`config.mk`:
```
export PLATFORM = sky130hd
export DESIGN_NAME = soc_misc_top
export DESIGN_NICKNAME = d
export VERILOG_FILES = /design/src/logic/soc_misc_pkg.sv /design/src/logic/soc_misc_top.sv /design/src/logic/flash_select_seq.sv /design/src/logic/misc_regs.sv /design/src/logic/bus_decode.sv
export VERILOG_INCLUDE_DIRS = /design/src /design/src/logic
export SDC_FILE = /design/constraint.sdc
export NUM_CORES = 1
export LEC_CHECK = 0
export BUFFER_PORTS_ARGS = -buffer_cell sky130_fd_sc_hd__buf_2
export CAP_MARGIN = 5
export CORE_ASPECT_RATIO = 0.75
export CORE_MARGIN = 2
export CORE_UTILIZATION = 48
export CTS_CLUSTER_DIAMETER = 50
export DETAILED_ROUTE_END_ITERATION = 6
export PLACE_DENSITY_LB_ADDON = 0.3
export SYNTH_ARGS = -nofsm -noshare
export SYNTH_HDL_FRONTEND = slang
export SYNTH_HIERARCHICAL = 1
export SYNTH_SLANG_ARGS = --single-unit
export TNS_END_PERCENT = 1
```
`constraint.sdc`:
```
create_clock -name clk48m -period 6.1 [get_ports clk48m]
set_clock_uncertainty 0.05 [all_clocks]
set_input_delay 0.305 -clock clk48m [delete_from_list [all_inputs] [get_ports clk48m]]
set_output_delay 0.305 -clock clk48m [all_outputs]
set_load 0.005 [all_outputs]
```
`src/logic/soc_misc_config.svh`:
```
// misc register block constants
`ifndef SOC_MISC_CONFIG_SVH
`define SOC_MISC_CONFIG_SVH

// top address nibble of the misc region
`define REGION_MISC 4'h2

// register index, taken from address bits 6..2
`define REG_IDX_W 5

`define REG_LED 5'd0
`define REG_BTN 5'd1
`define REG_SOC_VER 5'd2
`define REG_FLASH_SEL 5'd13
`define REG_GENIO_IN 5'd17
`define REG_GENIO_OUT 5'd18
`define REG_GENIO_OE 5'd19
`define REG_GENIO_W2S 5'd20
`define REG_GENIO_W2C 5'd21
`define REG_GPEXT_IN 5'd22
`define REG_GPEXT_OUT 5'd23
`define REG_GPEXT_OE 5'd24
`define REG_GPEXT_W2S 5'd25
`define REG_GPEXT_W2C 5'd26

// pin bank widths
`define LED_W 16
`define BTN_W 8
`define GENIO_W 30
`define PMOD_W 8
`define SAO_W 6

`define SOC_VERSION 32'h0000_0100
`define BUS_ERROR_WORD 32'hDEAD_BEEF

// upper 24 bits of a flash select write that request an FPGA reload
`define RELOAD_MAGIC 24'hD0F1A5

// select sequencer counter
`define FSEL_CNT_W 3
`define FSEL_DELAY 3'd7

`endif
```
`src/logic/soc_misc_pkg.sv`:
```
// misc block shared types
`include "soc_misc_config.svh"

package soc_misc_pkg;

	// per-header layout of the extension port registers
	typedef struct packed {
		logic [31-`PMOD_W-16:0] pad_hi;
		logic [`PMOD_W-1:0] pmod;
		logic [7-`SAO_W:0] pad_mid;
		logic [`SAO_W-1:0] sao2;
		logic [7-`SAO_W:0] pad_lo;
		logic [`SAO_W-1:0] sao1;
	} gpext_fields_t;

	// bus word of the extension port, as raw data or as header fields
	typedef union packed {
		logic [31:0] raw;
		gpext_fields_t f;
	} gpext_word_u;

endpackage

```
`src/logic/soc_misc_top.sv`:
```
// misc register block top level
`timescale 1ns/1ps
`include "soc_misc_config.svh"

module soc_misc_top import soc_misc_pkg::*; (
	input logic clk48m,
	input logic rst,
	input logic bus_valid,
	input logic [31:0] bus_addr,
	input logic [31:0] bus_wdata,
	input logic [3:0] bus_wstrb,
	output logic [31:0] bus_rdata,
	output logic bus_ready,
	output logic bus_error_irq,
	input logic [`BTN_W-1:0] btn,
	output logic [`LED_W-1:0] led,
	input logic [`GENIO_W-1:0] genio_in,
	output logic [`GENIO_W-1:0] genio_out,
	output logic [`GENIO_W-1:0] genio_oe,
	input logic [`PMOD_W-1:0] pmod_in,
	output logic [`PMOD_W-1:0] pmod_out,
	output logic [`PMOD_W-1:0] pmod_oe,
	input logic [`SAO_W-1:0] sao1_in,
	output logic [`SAO_W-1:0] sao1_out,
	output logic [`SAO_W-1:0] sao1_oe,
	input logic [`SAO_W-1:0] sao2_in,
	output logic [`SAO_W-1:0] sao2_out,
	output logic [`SAO_W-1:0] sao2_oe,
	output logic fsel_d,
	output logic fsel_c,
	output logic programn
);

	// decode to execute
	logic req_valid;
	logic req_is_misc;
	logic [`REG_IDX_W-1:0] req_index;
	logic req_write;
	gpext_word_u req_wdata;

	// execute to sequencer
	logic fsel_strobe;
	logic reload_req;

	bus_decode u_bus_decode (
		.clk48m(clk48m),
		.rst(rst),
		.bus_valid(bus_valid),
		.bus_addr(bus_addr),
		.bus_wdata(bus_wdata),
		.bus_wstrb(bus_wstrb),
		.bus_ready(bus_ready),
		.req_valid(req_valid),
		.req_is_misc(req_is_misc),
		.req_index(req_index),
		.req_write(req_write),
		.req_wdata(req_wdata)
	);

	misc_regs u_misc_regs (
		.clk48m(clk48m),
		.rst(rst),
		.req_valid(req_valid),
		.req_is_misc(req_is_misc),
		.req_index(req_index),
		.req_write(req_write),
		.req_wdata(req_wdata),
		.btn(btn),
		.genio_in(genio_in),
		.pmod_in(pmod_in),
		.sao1_in(sao1_in),
		.sao2_in(sao2_in),
		.bus_rdata(bus_rdata),
		.bus_ready(bus_ready),
		.bus_error_irq(bus_error_irq),
		.led(led),
		.genio_out(genio_out),
		.genio_oe(genio_oe),
		.pmod_out(pmod_out),
		.pmod_oe(pmod_oe),
		.sao1_out(sao1_out),
		.sao1_oe(sao1_oe),
		.sao2_out(sao2_out),
		.sao2_oe(sao2_oe),
		.fsel_d(fsel_d),
		.fsel_strobe(fsel_strobe),
		.reload_req(reload_req)
	);

	flash_select_seq u_flash_select_seq (
		.clk48m(clk48m),
		.rst(rst),
		.fsel_strobe(fsel_strobe),
		.reload_req(reload_req),
		.fsel_c(fsel_c),
		.programn(programn)
	);

endmodule

```
`src/logic/flash_select_seq.sv`:
```
// flash select and reload sequencer
`timescale 1ns/1ps
`include "soc_misc_config.svh"

module flash_select_seq (
	input logic clk48m,
	input logic rst,
	input logic fsel_strobe,
	input logic reload_req,
	output logic fsel_c,
	output logic programn
);

	logic [`FSEL_CNT_W-1:0] fsel_cnt;
	logic fpga_reload;

	// clock the select flip-flop in the middle of the count so fsel_d
	// is settled before the edge and before PROGRAMN is pulled
	assign fsel_c = (fsel_cnt == 3'd5) || (fsel_cnt == 3'd4) || (fsel_cnt == 3'd3);

	// PROGRAMN is active low
	assign programn = ~fpga_reload;

	always_ff @(posedge clk48m) begin
		if (rst) begin
			fsel_cnt <= '0;
			fpga_reload <= 1'b0;
		end else begin
			if (fsel_strobe) begin
				fsel_cnt <= `FSEL_DELAY;
			end else if (fsel_cnt != '0) begin
				fsel_cnt <= fsel_cnt - 1'b1;
				// last step of the count, select clock is long done
				if (fsel_cnt == 3'd1 && reload_req) begin
					fpga_reload <= 1'b1;
				end
			end
		end
	end

endmodule

```
`src/logic/misc_regs.sv`:
```
// misc register file and bus response
`timescale 1ns/1ps
`include "soc_misc_config.svh"

module misc_regs import soc_misc_pkg::*; (
	input logic clk48m,
	input logic rst,
	input logic req_valid,
	input logic req_is_misc,
	input logic [`REG_IDX_W-1:0] req_index,
	input logic req_write,
	input gpext_word_u req_wdata,
	input logic [`BTN_W-1:0] btn,
	input logic [`GENIO_W-1:0] genio_in,
	input logic [`PMOD_W-1:0] pmod_in,
	input logic [`SAO_W-1:0] sao1_in,
	input logic [`SAO_W-1:0] sao2_in,
	output logic [31:0] bus_rdata,
	output logic bus_ready,
	output logic bus_error_irq,
	output logic [`LED_W-1:0] led,
	output logic [`GENIO_W-1:0] genio_out,
	output logic [`GENIO_W-1:0] genio_oe,
	output logic [`PMOD_W-1:0] pmod_out,
	output logic [`PMOD_W-1:0] pmod_oe,
	output logic [`SAO_W-1:0] sao1_out,
	output logic [`SAO_W-1:0] sao1_oe,
	output logic [`SAO_W-1:0] sao2_out,
	output logic [`SAO_W-1:0] sao2_oe,
	output logic fsel_d,
	output logic fsel_strobe,
	output logic reload_req
);

	logic do_write;
	logic [31:0] rd_word;
	logic [`GENIO_W-1:0] genio_wdata;

	// extension port banks packed into bus words
	gpext_word_u ext_in;
	gpext_word_u ext_out;
	gpext_word_u ext_oe;

	assign do_write = req_valid && req_is_misc && req_write;
	assign genio_wdata = req_wdata.raw[`GENIO_W-1:0];

	always_comb begin
		ext_in = '0;
		ext_in.f.pmod = pmod_in;
		ext_in.f.sao2 = sao2_in;
		ext_in.f.sao1 = sao1_in;
		ext_out = '0;
		ext_out.f.pmod = pmod_out;
		ext_out.f.sao2 = sao2_out;
		ext_out.f.sao1 = sao1_out;
		ext_oe = '0;
		ext_oe.f.pmod = pmod_oe;
		ext_oe.f.sao2 = sao2_oe;
		ext_oe.f.sao1 = sao1_oe;
	end

	// read mux, anything not listed reads as zero
	always_comb begin
		rd_word = '0;
		case (req_index)
			`REG_LED: rd_word = {{(32 - `LED_W){1'b0}}, led};
			// buttons are active low on the board
			`REG_BTN: rd_word = {{(32 - `BTN_W){1'b0}}, ~btn};
			`REG_SOC_VER: rd_word = `SOC_VERSION;
			`REG_FLASH_SEL: rd_word = {31'h0, fsel_d};
			`REG_GENIO_IN: rd_word = {{(32 - `GENIO_W){1'b0}}, genio_in};
			`REG_GENIO_OUT: rd_word = {{(32 - `GENIO_W){1'b0}}, genio_out};
			`REG_GENIO_OE: rd_word = {{(32 - `GENIO_W){1'b0}}, genio_oe};
			`REG_GPEXT_IN: rd_word = ext_in.raw;
			`REG_GPEXT_OUT: rd_word = ext_out.raw;
			`REG_GPEXT_OE: rd_word = ext_oe.raw;
			default: rd_word = '0;
		endcase
	end

	// handshake, interrupt and register writes
	always_ff @(posedge clk48m) begin
		if (rst) begin
			bus_ready <= 1'b0;
			bus_error_irq <= 1'b0;
			led <= '0;
			genio_out <= '0;
			genio_oe <= '0;
			pmod_out <= '0;
			pmod_oe <= '0;
			sao1_out <= '0;
			sao1_oe <= '0;
			sao2_out <= '0;
			sao2_oe <= '0;
			fsel_d <= 1'b0;
			fsel_strobe <= 1'b0;
			reload_req <= 1'b0;
		end else begin
			bus_ready <= req_valid;
			// unmapped region, no register is touched
			bus_error_irq <= req_valid && !req_is_misc;
			fsel_strobe <= 1'b0;
			if (do_write) begin
				case (req_index)
					`REG_LED: begin
						led <= req_wdata.raw[`LED_W-1:0];
					end
					`REG_FLASH_SEL: begin
						fsel_d <= req_wdata.raw[0];
						fsel_strobe <= 1'b1;
						// sticky until reset, the FPGA reloads anyway
						if (req_wdata.raw[31:8] == `RELOAD_MAGIC) begin
							reload_req <= 1'b1;
						end
					end
					`REG_GENIO_OUT: begin
						genio_out <= genio_wdata;
					end
					`REG_GENIO_OE: begin
						genio_oe <= genio_wdata;
					end
					`REG_GENIO_W2S: begin
						genio_out <= genio_out | genio_wdata;
					end
					`REG_GENIO_W2C: begin
						genio_out <= genio_out & ~genio_wdata;
					end
					`REG_GPEXT_OUT: begin
						pmod_out <= req_wdata.f.pmod;
						sao2_out <= req_wdata.f.sao2;
						sao1_out <= req_wdata.f.sao1;
					end
					`REG_GPEXT_OE: begin
						pmod_oe <= req_wdata.f.pmod;
						sao2_oe <= req_wdata.f.sao2;
						sao1_oe <= req_wdata.f.sao1;
					end
					`REG_GPEXT_W2S: begin
						pmod_out <= pmod_out | req_wdata.f.pmod;
						sao2_out <= sao2_out | req_wdata.f.sao2;
						sao1_out <= sao1_out | req_wdata.f.sao1;
					end
					`REG_GPEXT_W2C: begin
						pmod_out <= pmod_out & ~req_wdata.f.pmod;
						sao2_out <= sao2_out & ~req_wdata.f.sao2;
						sao1_out <= sao1_out & ~req_wdata.f.sao1;
					end
					default: begin
						// read-only or unused index
					end
				endcase
			end
		end
	end

	// response word, sampled once per request
	always_ff @(posedge clk48m) begin
		if (req_valid) begin
			bus_rdata <= req_is_misc ? rd_word : `BUS_ERROR_WORD;
		end
	end

endmodule

```
`src/logic/bus_decode.sv`:
```
// bus request decode stage
`timescale 1ns/1ps
`include "soc_misc_config.svh"

module bus_decode import soc_misc_pkg::*; (
	input logic clk48m,
	input logic rst,
	input logic bus_valid,
	input logic [31:0] bus_addr,
	input logic [31:0] bus_wdata,
	input logic [3:0] bus_wstrb,
	input logic bus_ready,
	output logic req_valid,
	output logic req_is_misc,
	output logic [`REG_IDX_W-1:0] req_index,
	output logic req_write,
	output gpext_word_u req_wdata
);

	// an access is in flight from acceptance until ready is seen
	logic busy;
	logic accept;

	// master holds valid until ready, so only take it once
	assign accept = bus_valid && !busy;

	always_ff @(posedge clk48m) begin
		if (rst) begin
			busy <= 1'b0;
			req_valid <= 1'b0;
		end else begin
			req_valid <= accept;
			if (accept) begin
				busy <= 1'b1;
			end else if (bus_ready) begin
				busy <= 1'b0;
			end
		end
	end

	// request fields, only meaningful alongside req_valid
	always_ff @(posedge clk48m) begin
		if (accept) begin
			req_is_misc <= (bus_addr[31:28] == `REGION_MISC);
			req_index <= bus_addr[6:2];
			// byte lane 0 marks a write, all lanes low is a read
			req_write <= bus_wstrb[0];
			req_wdata.raw <= bus_wdata;
		end
	end

endmodule

```
Yosys cells after proc, flatten, opt, wreduce, memory -nomap -nowiden
Cells that the tools add are included.
W data, S select, Z words.
{"block": "op_classes", "addsub": 1, "n_eq_ne": 19, "mux": 10, "n_bitwise": 16, "reduce_logical": 24}
{"op": "$pmux W30 S10", "count": 1}
{"op": "$pmux W30 S3", "count": 1}
{"op": "$eq A5 B5 Y1 const B", "count": 10}
{"op": "$pmux W6 S3", "count": 2}
{"op": "$and A30 B30 Y30", "count": 1}
{"op": "$not A30 Y30", "count": 1}
{"op": "$or A30 B30 Y30", "count": 1}
{"op": "$eq A24 B24 Y1 const B", "count": 1}
{"op": "$pmux W8 S3", "count": 1}
{"op": "$not A8 Y8", "count": 2}
{"op": "$and A6 B6 Y6", "count": 2}
{"op": "$not A6 Y6", "count": 2}
{"op": "$or A6 B6 Y6", "count": 2}
{"op": "$reduce_and A2 Y1", "count": 6}
{"op": "$reduce_bool A3 Y1", "count": 3}
{"op": "$and A8 B8 Y8", "count": 1}
{"op": "$or A8 B8 Y8", "count": 1}
{"op": "$eq A3 B3 Y1 const B", "count": 2}
{"op": "$mux W3", "count": 2}
{"op": "$reduce_and A3 Y1", "count": 2}
{"op": "$eq A5 B1 Y1 const B", "count": 1}
{"op": "$eq A5 B2 Y1 const B", "count": 1}
{"op": "$eq A5 B4 Y1 const B", "count": 1}
{"op": "$logic_and A1 B1 Y1", "count": 5}
{"op": "other kinds (11)", "count": 18}
{"block": "totals", "reg_bits": 198, "output_inout_bits": 153}

Depth between registers and ports, before layout
{"block": "depth", "depth_word": 4, "depth_mapped": 7, "mapped_depth_nobuf": 4}

Cells and area by module
The synthesis kept the hierarchy.
{"mod": "misc_regs", "instances": 1, "cells_per_inst": 769, "area_per_inst_um2": 6981.7, "seq_area_each_um2": 3353.2}
{"mod": "bus_decode", "instances": 1, "cells_per_inst": 46, "area_per_inst_um2": 1246.2, "seq_area_each_um2": 1211.2}
{"mod": "flash_select_seq", "instances": 1, "cells_per_inst": 25, "area_per_inst_um2": 249.0, "seq_area_each_um2": 80.1}

Worst setup path after synthesis
OpenSTA, ideal clock, no wires.
{"block": "synth_path", "kind": "reg2reg", "from": "register u_bus_decode.req_valid", "to": "register u_misc_regs.led[13]", "setup_time_ns": 0.128, "arrival_time_ns": 2.354, "path_slack_ns": 3.568, "path_stages_with_launch": 6, "path_buffers": 1, "period_less_slack_ns": 2.532, "path_cell_list": "dfxtp_1 -> nand3_1 -> nor4_4 -> buf_6 -> mux2i_1 -> nor2_1"}
{"block": "synth_between", "elab_chain_len": 3}
{"item": "from (decl)", "line": "bus_decode.sv:13", "rtl": "output logic req_valid,"}
{"item": "from (signal assigned)", "line": "bus_decode.sv:32", "rtl": "req_valid <= accept;"}
{"item": "$logic_and A1 B1 Y1 (2 in a row)", "line": "misc_regs.sv:44", "rtl": "assign do_write = req_valid && req_is_misc && req_write;"}
{"item": "$reduce_and A2 Y1 (no source line)"}
{"item": "to (signal assigned)", "line": "misc_regs.sv:106", "rtl": "led <= req_wdata.raw[`LED_W-1:0];"}
{"item": "to (decl)", "line": "misc_regs.sv:21", "rtl": "output logic [`LED_W-1:0] led,"}
No other way between the ends.
A chain may end at the register's enable or synchronous reset.

Final worst setup path
{"block": "layout_path", "from": "register u_bus_decode.req_index[4]", "to": "register u_misc_regs.sao1_oe[1]"}
{"block": "layout_between", "elab_chain_len": 2}
{"item": "from (decl)", "line": "bus_decode.sv:15", "rtl": "output logic [`REG_IDX_W-1:0] req_index,"}
{"item": "from (signal assigned)", "line": "bus_decode.sv:45", "rtl": "req_index <= bus_addr[6:2];"}
{"item": "$eq A5 B5 Y1", "line": "misc_regs.sv:104", "rtl": "case (req_index)"}
{"item": "$reduce_and A2 Y1 (no source line)"}
{"item": "to (signal assigned)", "line": "misc_regs.sv:136", "rtl": "sao1_oe <= req_wdata.f.sao1;"}
{"item": "to (decl)", "line": "misc_regs.sv:27", "rtl": "output logic [`SAO_W-1:0] sao1_oe,"}
No other way between the ends.

==> out/qor.yml <==
status:
  outcome: "complete, no violations"
logic_synthesis:
  synth_edf_count: 70
  ys_warn_count: 6
  synth_fa_ha_area_share_pct: 0.5904
  yosysTopAreaCell: "dfxtp_1"
  synth_xor_area_share_pct: 0.1033
  yosys-top-cells-count: "143 x nand2_1, 127 x dfxtp_1, 70 x edfxtp_1"
  avgSynthCellArea_um2: 10.09
  synth_most_common_cell: "nand2_1"
  synth_top_family_by_area: "compound AO/OA/AOI/OAI gates"
  async_reset_ff_share_pct: 0
  synth-compound-area-share_pct: 19.07
  ys_types: 59
  synth_area_leaders: "dfxtp_1 30%, edfxtp_1 25%, nand2_1 6.3%, a32o_1 3.5%, a21oi_1 3.4%"
  yosysTopAreaCellShare_pct: 29.99
  synth_area_mm2: 0.008477
  syn_inst: 840
  yosys.area_share.simple_pct: 19.06
  synth-seq-cells: 197
  post_synth_mux_area_share_pct: 2.258
  syn_nets: 973
  synthFlopType: "dfxtp_1"
  ys_seq_area_share_pct: 54.79
sta:
  rsz0062_at_grt: "no"
  finalSetupViolCount: 0
  tns_ns: 0
  slew_violations: 0
  worst_slew_pin_slew_ns: 1.195
  final.period_utilization_pct: 56.91
  hold_violations: 0
  fmax_mhz: 288.1
  timing.final.ws_setup_ns: 2.628
  period_minus_slack_ns: 3.472
  relSlewSlack_pct: 19.77
cts:
  postCtsSetupRepairBufs: 0
  hold_buffers: 36
  numCtsBuffers: 17
  cts-root-buf: "clkbuf_16"
  cts_resized: 0
  htreeDepth: 4
  clockBufferDepth: 2
  cts_sinks: 197
  path_clk_slew_ns: 0.07
  insertion_delay_ns: 0.44
  cts_tree: "done"
floorplan:
  fp.dieArea_mm2: 0.01875
  dieHeight_um: 119.1
  die_w_um: 157.5
  core-area_mm2: 0.01745
  ioPinCount: 282
  rows: 42
  start_util_pct: 48.59
setup_path:
  crit_family: "simple AND/OR/NAND/NOR gates"
  rrSetupSlack_ns: 2.63
  critPathKind: "flip-flop to flip-flop"
  start_kind: "flip-flop"
  r2r-end: "u_misc_regs/sao1_oe[1]$_SDFFE_PP0P_"
  cp_max_fo: 25
  critPathCaptureType: "flip-flop"
  r2r_cells: 4
  cp.arrival_ns: 3.69
  cp_slowest_cell: "edfxtp_1"
  r2r-start: "u_bus_decode/req_index[4]$_DFFE_PP_"
  critical_path_required_ns: 6.32
  max_stage_delay_ns: 1.04
  path_cells: "nor4bb_1, nand3_1, nand2_1, a21oi_1"
  critical_path_buf_inv_count: 0
global_route:
  grt_pass1_wl_mm: 44.45
  overflow: 0
  grt_max_degree: 77
  grt_pass1_vias: 7577
  track_usage_pct: 31.80
  antenna_found_initial: 0
cells_and_area:
  multi_input_area_mm2: 0.003521
  drive_gt1_share_pct: 29.00
  nFillCells: 1491
  register_area_mm2: 0.004646
  nets: 1227
  diodes: 0
  area_delta_synth_final_pct: 27.71
hold_path:
  hp-start: "bus_wdata[13]"
  hold_path_depth: 1
  hold_path.class: "input port to flip-flop"
  whs_endpoint: "u_bus_decode/req_wdata[13]$_DFFE_PP_"
placement:
  dp_slack_ns: 2.768
  port_buffers: 255
  dp_hpwl_mm: 19.58
  globalplace.congestion: 0.8829
pwr:
  leakagePower_nw: 4.220
  powerDensity_mw_per_mm2: 253.5
  vdd_ir_drop_max_uv: 130.2
drt:
  wirelength_mm: 30.20
  post-route-drc-count: 0
  num_vias: 8126
  drtAntennaViolNets: 0
  drt_pass1_iterations: 6
  drtIter0Drc: 1034
  wl_per_cell_um: 22.39
  vias_per_cell: 6.024
flow_run:
  max-cap-violations: 0
[metal layers]
metal | GRT usage (%) | routed length [µm] | vias to the layer above
li1 | - | - | 3648
met1 | 44.01 | 12710 | 3922
met2 | 47.68 | 13180 | 497
met3 | 9.170 | 3500 | 59
met4 | 11.02 | 802 | 0
met5 | 0 | 0 | -
[kinds of logic after synthesis]
group	after synthesis
xor gates and xnor gates	1
muxes	19
adders and majority gates	4
buffers and inverters	83
and+or+nand+nor	317
DFF	197
AOI/OAI and AO/OA	219
[worst reg2reg max path: cells and delay by family, from the launching register on]
family           cells  cell delay, ns
AO/OA/AOI/OAI        1            0.12
AND/OR/NAND/NOR      3            2.10
flip-flops           1            1.04
[flip-flops by register name (all words and copies together) (netlist names), 3 cells and up]
name / count
u_bus_decode/req_wdata: 32
u_misc_regs/bus_rdata: 31
u_misc_regs/sao2_oe: 6
u_misc_regs/sao2_out: 6
u_bus_decode/req_index: 5
u_misc_regs/pmod_oe: 8
u_misc_regs/genio_oe: 30
u_misc_regs/led: 16
u_flash_select_seq/fsel_cnt: 3
u_misc_regs/sao1_oe: 6
u_misc_regs/genio_out: 30
u_misc_regs/pmod_out: 8
u_misc_regs/sao1_out: 6
[cells in the final DEF, fill, tap and decap left out, types with 4 or more instances in the layout]
cell and count:
a2111oi_0 6, a21oi_1 57, a221oi_1 11, a222oi_1 9, a22oi_1 33, a31oi_1 6
a32o_1 30, and2_1 5, and3_1 15, buf_2 255, buf_4 16, clkbuf_16 17
clkinv_4 4, dfxtp_1 126, dlygate4sd3_1 36, edfxtp_1 70, ha_1 4, inv_1 10
inv_6 4, mux2i_1 18, nand2_1 143, nand2b_1 6, nand3_1 34, nand3b_1 23
nand4_1 12, nand4b_1 6, nor2_1 23, nor2b_1 5, nor3_1 10, nor3_2 4
nor4b_1 6, o211ai_1 21, o21bai_1 30
[report_power, final]
part | internal, mW | switching (mW)
registers | 1.40 | 0.0579
logic | 0.0979 | 0.110
clock network | 0.546 | 0.534
total | 2.04 | 0.703
[how the worst max path moves through the flow]
stage / depth (start not counted) / from / endpoint / slack, ns
after global placement: 5 / u_bus_decode/req_valid$_SDFF_PP0_ / u_misc_regs/genio_oe[26]$_SDFFE_PP0P_ / 2.76
final: 4 / u_bus_decode/req_index[4]$_DFFE_PP_ / u_misc_regs/sao1_oe[1]$_SDFFE_PP0P_ / 2.63
after CTS: 5 / u_bus_decode/req_valid$_SDFF_PP0_ / u_misc_regs/genio_oe[17]$_SDFFE_PP0P_ / 2.74
after global routing: 5 / u_bus_decode/req_valid$_SDFF_PP0_ / u_misc_regs/genio_oe[21]$_SDFFE_PP0P_ / 2.53
after floorplan: 5 / u_bus_decode/req_valid$_SDFF_PP0_ / u_misc_regs/led[13]$_SDFFE_PP0P_ / 3.57
after detailed placement: 5 / u_bus_decode/req_valid$_SDFF_PP0_ / u_misc_regs/genio_oe[17]$_SDFFE_PP0P_ / 2.77
[stage by stage]
| stage | cell area (µm²) | std cells | util (%) | hold slack (ns) | total power [mW] |
|---|---|---|---|---|---|
| after floorplan | 8477 | 840 | - | 0.3244 | 1.570 |
| after global placement | 9907 | 1281 | 56.78 | 0.3809 | 1.667 |
| after detailed placement | 9907 | 1281 | 56.78 | 0.3810 | 1.672 |
| after CTS | 10830 | 1349 | 62.05 | 0.005427 | 2.753 |
| after global routing | 10830 | 1349 | 62.05 | 0.0008493 | 2.836 |
| final | 10830 | 1349 | 62.05 | 0.02077 | 2.745 |
[cell type report]
cell class	count	share of cell area (%)
Inverter	11	0.3814
Tap cell	242	2.797
Clock buffer	19	4.092
Clock inverter	13	1.063
Multi-Input combinational cell	560	32.52
Sequential cell	197	42.91
Timing Repair Buffer	307	16.23
Power figures use the tool's default switching activity.
